## src/logic/jtag_pkg.sv

```systemverilog
// Shared TAP controller states, instruction codes and register widths for the JTAG network

package jtag_pkg;

    // ------------------------------------------------------------
    // Register widths
    // ------------------------------------------------------------

    // Instruction register length, the same for every TAP
    parameter int IR_WIDTH = 4;

    // IDCODE register length
    parameter int IDCODE_WIDTH = 32;

    // Version field in the top bits of each IDCODE
    parameter int VERCODE_WIDTH = 4;

    // Fixed pattern loaded in Capture-IR
    parameter logic [IR_WIDTH-1:0] IR_CAPTURE = 4'b0001;

    // ------------------------------------------------------------
    // IEEE 1149.1 controller states
    // ------------------------------------------------------------

    typedef enum logic [3:0] {
        test_logic_reset,
        run_test_idle,
        select_dr_scan,
        capture_dr,
        shift_dr,
        exit1_dr,
        pause_dr,
        exit2_dr,
        update_dr,
        select_ir_scan,
        capture_ir,
        shift_ir,
        exit1_ir,
        pause_ir,
        exit2_ir,
        update_ir
    } tap_state_t;

    // ------------------------------------------------------------
    // Instruction opcodes
    // ------------------------------------------------------------

    // Any code not listed here decodes as BYPASS
    typedef enum logic [IR_WIDTH-1:0] {
        IDCODE    = 4'b0001,
        TAPNW_SEL = 4'b0011,
        BYPASS    = 4'b1111
    } tap_instr_t;

endpackage

```

## src/logic/tap_fsm.sv

```systemverilog
// IEEE 1149.1 TAP controller state machine, instantiated once inside every TAP
`timescale 1ns/1ps

module tap_fsm (
    input  logic                 tck,
    input  logic                 rst_n,
    input  logic                 tms,
    output jtag_pkg::tap_state_t state
);

    jtag_pkg::tap_state_t state_d;

    // ------------------------------------------------------------
    // Next-state table, one step per tck edge
    // ------------------------------------------------------------

    always_comb begin
        state_d = state;
        case (state)
            jtag_pkg::test_logic_reset:
                state_d = tms ? jtag_pkg::test_logic_reset : jtag_pkg::run_test_idle;
            jtag_pkg::run_test_idle:
                state_d = tms ? jtag_pkg::select_dr_scan : jtag_pkg::run_test_idle;

            // Data register column
            jtag_pkg::select_dr_scan:
                state_d = tms ? jtag_pkg::select_ir_scan : jtag_pkg::capture_dr;
            jtag_pkg::capture_dr:
                state_d = tms ? jtag_pkg::exit1_dr : jtag_pkg::shift_dr;
            jtag_pkg::shift_dr:
                state_d = tms ? jtag_pkg::exit1_dr : jtag_pkg::shift_dr;
            jtag_pkg::exit1_dr:
                state_d = tms ? jtag_pkg::update_dr : jtag_pkg::pause_dr;
            jtag_pkg::pause_dr:
                state_d = tms ? jtag_pkg::exit2_dr : jtag_pkg::pause_dr;
            jtag_pkg::exit2_dr:
                state_d = tms ? jtag_pkg::update_dr : jtag_pkg::shift_dr;
            jtag_pkg::update_dr:
                state_d = tms ? jtag_pkg::select_dr_scan : jtag_pkg::run_test_idle;

            // Instruction register column
            jtag_pkg::select_ir_scan:
                state_d = tms ? jtag_pkg::test_logic_reset : jtag_pkg::capture_ir;
            jtag_pkg::capture_ir:
                state_d = tms ? jtag_pkg::exit1_ir : jtag_pkg::shift_ir;
            jtag_pkg::shift_ir:
                state_d = tms ? jtag_pkg::exit1_ir : jtag_pkg::shift_ir;
            jtag_pkg::exit1_ir:
                state_d = tms ? jtag_pkg::update_ir : jtag_pkg::pause_ir;
            jtag_pkg::pause_ir:
                state_d = tms ? jtag_pkg::exit2_ir : jtag_pkg::pause_ir;
            jtag_pkg::exit2_ir:
                state_d = tms ? jtag_pkg::update_ir : jtag_pkg::shift_ir;
            jtag_pkg::update_ir:
                state_d = tms ? jtag_pkg::select_dr_scan : jtag_pkg::run_test_idle;
            default:
                state_d = jtag_pkg::test_logic_reset;
        endcase
    end

    // State register
    always_ff @(posedge tck) begin
        if (!rst_n) begin
            state <= jtag_pkg::test_logic_reset;
        end else begin
            state <= state_d;
        end
    end

endmodule

```

## src/logic/mtap.sv

```systemverilog
// Master TAP with IR, IDCODE, BYPASS and the select register that drives the TAP network
`timescale 1ns/1ps

module mtap #(
    parameter int NUM_STAPS = 2
) (
    input  logic                               tck,
    input  logic                               rst_n,
    input  logic                               tms,
    input  logic                               tdi,
    input  logic [jtag_pkg::VERCODE_WIDTH-1:0] vercode,
    input  logic [jtag_pkg::IDCODE_WIDTH-1:0]  idcode,
    output logic                               tdo,
    output logic                               tdo_en,
    output logic [NUM_STAPS-1:0]               enabletap
);

    jtag_pkg::tap_state_t            state;
    jtag_pkg::tap_instr_t            ir_q;
    logic [jtag_pkg::IR_WIDTH-1:0]   ir_sr;
    logic [jtag_pkg::IDCODE_WIDTH-1:0] idcode_sr;
    logic [NUM_STAPS-1:0]            sel_sr;
    logic                            bypass_q;
    logic                            sel_idcode;
    logic                            sel_tapnw;

    tap_fsm u_tap_fsm (
        .tck   (tck),
        .rst_n (rst_n),
        .tms   (tms),
        .state (state)
    );

    // Unlisted codes fall through to bypass
    always_comb begin
        sel_idcode = 1'b0;
        sel_tapnw  = 1'b0;
        case (ir_q)
            jtag_pkg::IDCODE:    sel_idcode = 1'b1;
            jtag_pkg::TAPNW_SEL: sel_tapnw  = 1'b1;
            default:             ;
        endcase
    end

    // ------------------------------------------------------------
    // Instruction register
    // ------------------------------------------------------------

    always_ff @(posedge tck) begin
        if (state == jtag_pkg::capture_ir) begin
            ir_sr <= jtag_pkg::IR_CAPTURE;
        end else if (state == jtag_pkg::shift_ir) begin
            ir_sr <= {tdi, ir_sr[jtag_pkg::IR_WIDTH-1:1]};
        end
    end

    always_ff @(posedge tck) begin
        if (!rst_n || state == jtag_pkg::test_logic_reset) begin
            ir_q <= jtag_pkg::IDCODE;
        end else if (state == jtag_pkg::update_ir) begin
            ir_q <= jtag_pkg::tap_instr_t'(ir_sr);
        end
    end

    // ------------------------------------------------------------
    // Data registers
    // ------------------------------------------------------------

    always_ff @(posedge tck) begin
        if (state == jtag_pkg::capture_dr) begin
            bypass_q  <= 1'b0;
            // Version on top, bit 0 tied high as 1149.1 requires
            idcode_sr <= {vercode,
                          idcode[jtag_pkg::IDCODE_WIDTH-jtag_pkg::VERCODE_WIDTH-1:1],
                          1'b1};
            sel_sr    <= enabletap;
        end else if (state == jtag_pkg::shift_dr) begin
            bypass_q <= tdi;
            if (sel_idcode) begin
                idcode_sr <= {tdi, idcode_sr[jtag_pkg::IDCODE_WIDTH-1:1]};
            end
            if (sel_tapnw) begin
                // Shift toward bit 0, also right for a single slave
                sel_sr <= NUM_STAPS'({tdi, sel_sr} >> 1);
            end
        end
    end

    // Network select, cleared whenever the controller passes through reset
    always_ff @(posedge tck) begin
        if (!rst_n || state == jtag_pkg::test_logic_reset) begin
            enabletap <= '0;
        end else if (state == jtag_pkg::update_dr && sel_tapnw) begin
            enabletap <= sel_sr;
        end
    end

    // ------------------------------------------------------------
    // Serial output
    // ------------------------------------------------------------

    always_comb begin
        tdo = 1'b0;
        if (state == jtag_pkg::shift_ir) begin
            tdo = ir_sr[0];
        end else if (state == jtag_pkg::shift_dr) begin
            if (sel_idcode) begin
                tdo = idcode_sr[0];
            end else if (sel_tapnw) begin
                tdo = sel_sr[0];
            end else begin
                tdo = bypass_q;
            end
        end
    end

    // All chain members shift together, so this enable covers the chain
    assign tdo_en = (state == jtag_pkg::shift_ir) || (state == jtag_pkg::shift_dr);

endmodule

```

## src/logic/stap.sv

```systemverilog
// Slave TAP with IR, IDCODE and BYPASS, linked into the scan chain by the TAP network
`timescale 1ns/1ps

module stap (
    input  logic                               tck,
    input  logic                               rst_n,
    input  logic                               tms,
    input  logic                               tdi,
    input  logic [jtag_pkg::VERCODE_WIDTH-1:0] vercode,
    input  logic [jtag_pkg::IDCODE_WIDTH-1:0]  idcode,
    output logic                               tdo
);

    jtag_pkg::tap_state_t              state;
    jtag_pkg::tap_instr_t              ir_q;
    logic [jtag_pkg::IR_WIDTH-1:0]     ir_sr;
    logic [jtag_pkg::IDCODE_WIDTH-1:0] idcode_sr;
    logic                              bypass_q;
    logic                              sel_idcode;

    tap_fsm u_tap_fsm (
        .tck   (tck),
        .rst_n (rst_n),
        .tms   (tms),
        .state (state)
    );

    // Only IDCODE has its own register here, TAPNW_SEL falls into bypass
    assign sel_idcode = (ir_q == jtag_pkg::IDCODE);

    // ------------------------------------------------------------
    // Instruction register
    // ------------------------------------------------------------

    always_ff @(posedge tck) begin
        if (state == jtag_pkg::capture_ir) begin
            ir_sr <= jtag_pkg::IR_CAPTURE;
        end else if (state == jtag_pkg::shift_ir) begin
            ir_sr <= {tdi, ir_sr[jtag_pkg::IR_WIDTH-1:1]};
        end
    end

    always_ff @(posedge tck) begin
        if (!rst_n || state == jtag_pkg::test_logic_reset) begin
            ir_q <= jtag_pkg::IDCODE;
        end else if (state == jtag_pkg::update_ir) begin
            ir_q <= jtag_pkg::tap_instr_t'(ir_sr);
        end
    end

    // ------------------------------------------------------------
    // Data registers
    // ------------------------------------------------------------

    always_ff @(posedge tck) begin
        if (state == jtag_pkg::capture_dr) begin
            bypass_q  <= 1'b0;
            idcode_sr <= {vercode,
                          idcode[jtag_pkg::IDCODE_WIDTH-jtag_pkg::VERCODE_WIDTH-1:1],
                          1'b1};
        end else if (state == jtag_pkg::shift_dr) begin
            bypass_q <= tdi;
            if (sel_idcode) begin
                idcode_sr <= {tdi, idcode_sr[jtag_pkg::IDCODE_WIDTH-1:1]};
            end
        end
    end

    // Selected register LSB while shifting
    always_comb begin
        tdo = 1'b0;
        if (state == jtag_pkg::shift_ir) begin
            tdo = ir_sr[0];
        end else if (state == jtag_pkg::shift_dr) begin
            tdo = sel_idcode ? idcode_sr[0] : bypass_q;
        end
    end

endmodule

```

## src/logic/tapnw.sv

```systemverilog
// TAP network that gates slave TMS and threads serial data through the enabled slave TAPs
`timescale 1ns/1ps

module tapnw #(
    parameter int NUM_STAPS = 2
) (
    input  logic                 tms,
    input  logic [NUM_STAPS-1:0] enabletap,
    input  logic                 mtap_tdo,
    input  logic [NUM_STAPS-1:0] stap_tdo,
    output logic [NUM_STAPS-1:0] stap_tms,
    output logic [NUM_STAPS-1:0] stap_tdi,
    output logic                 tdo
);

    // ------------------------------------------------------------
    // Serial chain
    // ------------------------------------------------------------

    // Tap point after each member, index 0 is the master output
    logic [NUM_STAPS:0] chain;

    assign chain[0] = mtap_tdo;

    for (genvar i = 0; i < NUM_STAPS; i++) begin : g_link
        // Disabled slave parks in Run-Test/Idle with TMS low
        assign stap_tms[i] = tms & enabletap[i];

        // Each slave listens to the last enabled member ahead of it
        assign stap_tdi[i] = chain[i];

        // Skip the slave when it is not part of the chain
        assign chain[i+1] = enabletap[i] ? stap_tdo[i] : chain[i];
    end

    // Last enabled member, or the master alone
    assign tdo = chain[NUM_STAPS];

endmodule

```

## src/logic/mtap_tapnw_top.sv

```systemverilog
// Top level of the JTAG network joining the master TAP, the TAP network and the slave TAPs
`timescale 1ns/1ps

module mtap_tapnw_top #(
    parameter int NUM_STAPS = 2
) (
    input  logic                                              tck,
    input  logic                                              rst_n,
    input  logic                                              tms,
    input  logic                                              tdi,
    input  logic [jtag_pkg::VERCODE_WIDTH-1:0]                vercode,
    input  logic [jtag_pkg::IDCODE_WIDTH-1:0]                 idcode_mtap,
    input  logic [NUM_STAPS-1:0][jtag_pkg::IDCODE_WIDTH-1:0]  idcode_stap,
    output logic                                              tdo,
    output logic                                              tdo_en,
    output logic [NUM_STAPS-1:0]                              enabletap
);

    logic                 mtap_tdo;
    logic [NUM_STAPS-1:0] stap_tms;
    logic [NUM_STAPS-1:0] stap_tdi;
    logic [NUM_STAPS-1:0] stap_tdo;

    mtap #(
        .NUM_STAPS (NUM_STAPS)
    ) u_mtap (
        .tck       (tck),
        .rst_n     (rst_n),
        .tms       (tms),
        .tdi       (tdi),
        .vercode   (vercode),
        .idcode    (idcode_mtap),
        .tdo       (mtap_tdo),
        .tdo_en    (tdo_en),
        .enabletap (enabletap)
    );

    tapnw #(
        .NUM_STAPS (NUM_STAPS)
    ) u_tapnw (
        .tms       (tms),
        .enabletap (enabletap),
        .mtap_tdo  (mtap_tdo),
        .stap_tdo  (stap_tdo),
        .stap_tms  (stap_tms),
        .stap_tdi  (stap_tdi),
        .tdo       (tdo)
    );

    // ------------------------------------------------------------
    // Slave TAPs
    // ------------------------------------------------------------

    for (genvar i = 0; i < NUM_STAPS; i++) begin : g_stap
        stap u_stap (
            .tck     (tck),
            .rst_n   (rst_n),
            .tms     (stap_tms[i]),
            .tdi     (stap_tdi[i]),
            .vercode (vercode),
            .idcode  (idcode_stap[i]),
            .tdo     (stap_tdo[i])
        );
    end

endmodule

```

## config.mk

```make
export PLATFORM = sky130hd
export DESIGN_NAME = mtap_tapnw_top
export DESIGN_NICKNAME = d
export VERILOG_FILES = /design/src/logic/jtag_pkg.sv /design/src/logic/tap_fsm.sv /design/src/logic/mtap.sv /design/src/logic/stap.sv /design/src/logic/tapnw.sv /design/src/logic/mtap_tapnw_top.sv
export SDC_FILE = /design/constraint.sdc
export NUM_CORES = 1
export LEC_CHECK = 0
export ABC_AREA = 1
export BUFFER_PORTS_ARGS = -buffer_cell sky130_fd_sc_hd__buf_2
export CORE_ASPECT_RATIO = 0.5
export CORE_MARGIN = 4
export CORE_UTILIZATION = 45
export DETAILED_ROUTE_END_ITERATION = 10
export GPL_ROUTABILITY_DRIVEN = 0
export MAX_ROUTING_LAYER = met4
export PLACE_DENSITY = 0.67
export SLEW_MARGIN = 20
export SYNTH_ARGS = -nofsm -noshare
export SYNTH_HDL_FRONTEND = slang
export SYNTH_SLANG_ARGS = --single-unit
```

## constraint.sdc

```tcl
create_clock -name tck -period 2.05 [get_ports tck]
set_input_delay 0.1025 -clock tck [delete_from_list [all_inputs] [get_ports tck]]
set_output_delay 0.1025 -clock tck [all_outputs]
set_load 0.01 [all_outputs]
```

==> results_tabular.tex <==
\begin{tabular}{lr}
\hline
Metric & Value \\
\hline
\multicolumn{2}{l}{\textbf{Layout}} \\
Multi-input combinational cell area & 0.002079 sq mm \\
Count of fill cells added during filler insertion & 1094 \\
Net count reported at finish & 933 \\
Post-route core utilization & 0.6141 \\
Antenna diode instance count & 0 \\
Syn-to-layout area delta & 33.05\% \\
Most common library cell in the layout ignoring fill and taps & nand2\_1 \\
Commonest non-fill, non-tap cells in the layout & nand2\_1 (133), edfxtp\_1 (95), buf\_2 (92) \\
Fraction of layout instances using a drive strength above 1 & 0.2045 \\
Area used by sequential logic in the layout & 0.003741 sq mm \\
\multicolumn{2}{l}{\textbf{Detailed routing}} \\
Via total after detailed routing & 5284 \\
Met2 WL post-DR & 6767 microns \\
Met3 routed WL & 699 microns \\
Top metal layer carrying routed signals & met4 \\
Post-detailed-routing wire length & 14410 microns \\
Routed length on met1 & 6792 microns \\
Number of nets with antenna violations after detailed routing & 0 \\
Routed via count divided by cell count & 5.115 \\
Post-detailed-route wirelength per cell & 13.95 microns \\
Iteration-0 DRC Markers & 495 \\
DRC Markers & 0 \\
Number of optimization iterations in the first detailed-route pass & 8 \\
\multicolumn{2}{l}{\textbf{Synth}} \\
Number of flops mapped to enable cells by yosys & 95 \\
Mean cell area of the mapped netlist & 9.572 sq um \\
Most used DFF post-synth & edfxtp\_1 \\
Number of warning messages in the yosys log & 0 \\
Sequential cell area fraction in the yosys report & 0.5937 \\
Number of distinct library cells after synthesis & 35 \\
Post-synthesis sequential element count & 139 \\
Gate count of the mapped netlist & 657 \\
Fraction of registers with async set or reset after synthesis & 0 \\
Syn Nets & 761 \\
Mapped Area & 0.006289 sq mm \\
\multicolumn{2}{l}{\textbf{Setup path}} \\
CP Launch Point & g\_stap[0].u\_stap.u\_tap\_fsm.state[0] \\
Kind of critical path & reg2out \\
Critical path arrival & 1800 ps \\
Largest driver fanout on the critical path & 7 \\
Reg2Reg Setup Slack & 410 ps \\
R2r startpoint & g\_stap[1].u\_stap.u\_tap\_fsm.state[1] \\
Worst Setup End Kind & output port \\
Required time of the worst setup path & 1950 ps \\
Startpoint types & flop \\
\multicolumn{2}{l}{\textbf{Floorplanning}} \\
Ports placed on the boundary & 108 \\
Full die area & 0.01604 sq mm \\
Horizontal extent of the die & 175.2 microns \\
Initial cell density of the core & 0.4615 \\
Row count & 30 \\
Die height & 91.59 microns \\
Core Area & 0.01363 sq mm \\
\multicolumn{2}{l}{\textbf{Clock tree}} \\
Number of H-tree branching levels & 4 \\
CTS tree & built \\
Master cell of the clock root buffer & clkbuf\_16 \\
TritonCTS sink count & 139 \\
Deepest clock path buffer count & 2 \\
Clock network latency to the later pin of the worst-skew pair & 410 ps \\
Number of buffers created by CTS & 17 \\
Clk slew on worst S/H paths & 60 ps \\
\multicolumn{2}{l}{\textbf{Flow run}} \\
Max Cap Viol & 0 \\
\multicolumn{2}{l}{\textbf{Timing}} \\
Shortest clock period the worst path allows after layout & 1900 ps \\
Remaining max-slew budget at the tightest pin & 0.6715 \\
Worst clock skew on the final layout & 11.90 ps \\
Worst slew pin tran & 490.9 ps \\
Count of endpoints failing hold in the final timing report & 0 \\
Final clock period utilization by the worst path & 0.9269 \\
Maximum clock frequency & 526.3 MHz \\
Final WS setup & 149.9 ps \\
Number of max-slew violations in the final report & 0 \\
Final setup violation count & 0 \\
\multicolumn{2}{l}{\textbf{Power and ir drop}} \\
Overall Power & 0.006859 W \\
Leakage & 3.634 nW \\
Maximum vdd ir drop & 455.3 uV \\
Power density of the placed cells & 819.8 mW/mm\^{}2 \\
\multicolumn{2}{l}{\textbf{Min path}} \\
Startpoint of the most critical hold path & idcode\_stap[25] \\
Worst min path class & in2reg \\
\multicolumn{2}{l}{\textbf{Place}} \\
Post-detailed-placement half-perimeter wirelength & 8835 microns \\
Number of input and output port buffers inserted & 92 \\
Placement Setup Slack & 277.0 ps \\
\multicolumn{2}{l}{\textbf{Global route}} \\
Global router's overall resource usage & 0.1869 \\
First-pass GRT wire length & 23680 microns \\
Largest net degree at the start of global routing & 33 \\
GRT overflow & 0 \\
Vias in the first global route & 5054 \\
Initial antenna violation count & 0 \\
\multicolumn{2}{l}{\textbf{Status}} \\
Outcome & finished, final reports clean \\
\hline
\end{tabular}
## stage by stage
| step | cell area (sq um) | std cells | TNS, ps | hold slack [ps] |
|---|---|---|---|---|
| after floorplan | 6289 | 657 | 0 | 200.1 |
| after CTS | 8323 | 1030 | 0 | 0.1949 |
| after global placement | 6959 | 928 | 0 | 314.7 |
| final | 8367 | 1033 | 0 | 5.854 |
| after global routing | 8367 | 1033 | -1.139 | 9.577 |
| after detailed placement | 6959 | 928 | 0 | 320.0 |
## power by group
part	switching, W	internal, W	total (W)
Clock	0.00120	0.00216	0.00336
Combinational	0.000172	0.000223	0.000395
Sequential	0.0000429	0.00306	0.00310
Total	0.00141	0.00544	0.00686
## final cells by class
type	count	share of cell area
clock inverter	14	0.02602
clock buffer	17	0.05084
inverter	99	0.04441
timing repair buffer	174	0.1543
tap	192	0.02871
multi-input combinational	398	0.2485
sequential	139	0.4471
## state kept, by name (all words and copies together), names as in the netlist
register and count:
u_mtap.u_tap_fsm.state 4, g_stap.u_stap.u_tap_fsm.state 8, g_stap.u_stap.bypass_q 2, u_mtap.ir_q 4, u_mtap.enabletap 2, g_stap.u_stap.ir_sr 8
u_mtap.ir_sr 4, g_stap.u_stap.idcode_sr 64, g_stap.u_stap.ir_q 8, u_mtap.sel_sr 2, u_mtap.bypass_q 1, u_mtap.idcode_sr 32
## routing by layer
metal | track usage | up-vias
met5 | - | -
met4 | 0.05029 | 0
met3 | 0.04160 | 18
met2 | 0.2900 | 157
met1 | 0.2502 | 2489
li1 | - | 2620
## kinds of logic (layout without fill, tap and decap cells)
| logic type | count (synthesis) | in the layout | share of synthesized area |
|---|---|---|---|
| AOI/OAI and AO/OA | 168 | 168 | 0.1687 |
| buffers and inverters | 120 | 304 | 0.07978 |
| DFF | 139 | 139 | 0.5937 |
| and+or+nand+nor | 230 | 230 | 0.1578 |
## critical path: stages (launching register included)
cell and delay [ps]:
dfxtp_4 360, inv_2 90, nand2_2 100, nor2_4 130, o21ai_0 120, o21ai_2 190
nand2_2 110, o21ai_2 140, buf_2 150
## Yosys cell counts, types with 2 or more instances
cell        n  area [sq um]
o21ai_1    25         125.1
nor3_1      5         25.02
a31oi_1     2         12.51
nand3_2     2         20.02
edfxtp_1   95          2853
buf_2       8         40.04
dfxtp_1    44         880.8
a21oi_1    31         155.2
nor2_1     35         131.4
nand4_1     3         18.77
a32o_1     11         110.1
o22ai_1    13         81.33
nor2_4      4         45.04
nand2_1   135         506.7
buf_6       2         22.52
a22o_1     27         236.5
nand2_2     6         37.54
buf_4       7         52.55
o211ai_1    5         37.54
nand3_1    35         175.2
inv_1      88         330.3
o21ai_0    45         225.2
clkbuf_1    4         15.01
o22a_1      2         17.52
inv_2      11         41.29
nor2_2      3         18.77
## timing repair
action	CTS	global route
gates resized for setup	3	10
hold buffers	71	0
pin swaps	0	1
buffers inserted	0	3
endpoints found under the setup margin	1	1
hold endpoints to repair	72	0
## final timing paths
check / endpoint / cells after the start
min: g_stap[0].u_stap.idcode_sr[25] / 2
max reg2reg: g_stap[1].u_stap.idcode_sr[5] / 6
max: tdo / 8
min reg2reg: u_mtap.bypass_q / 2
Note: power is estimated with default switching activity, not from simulation.
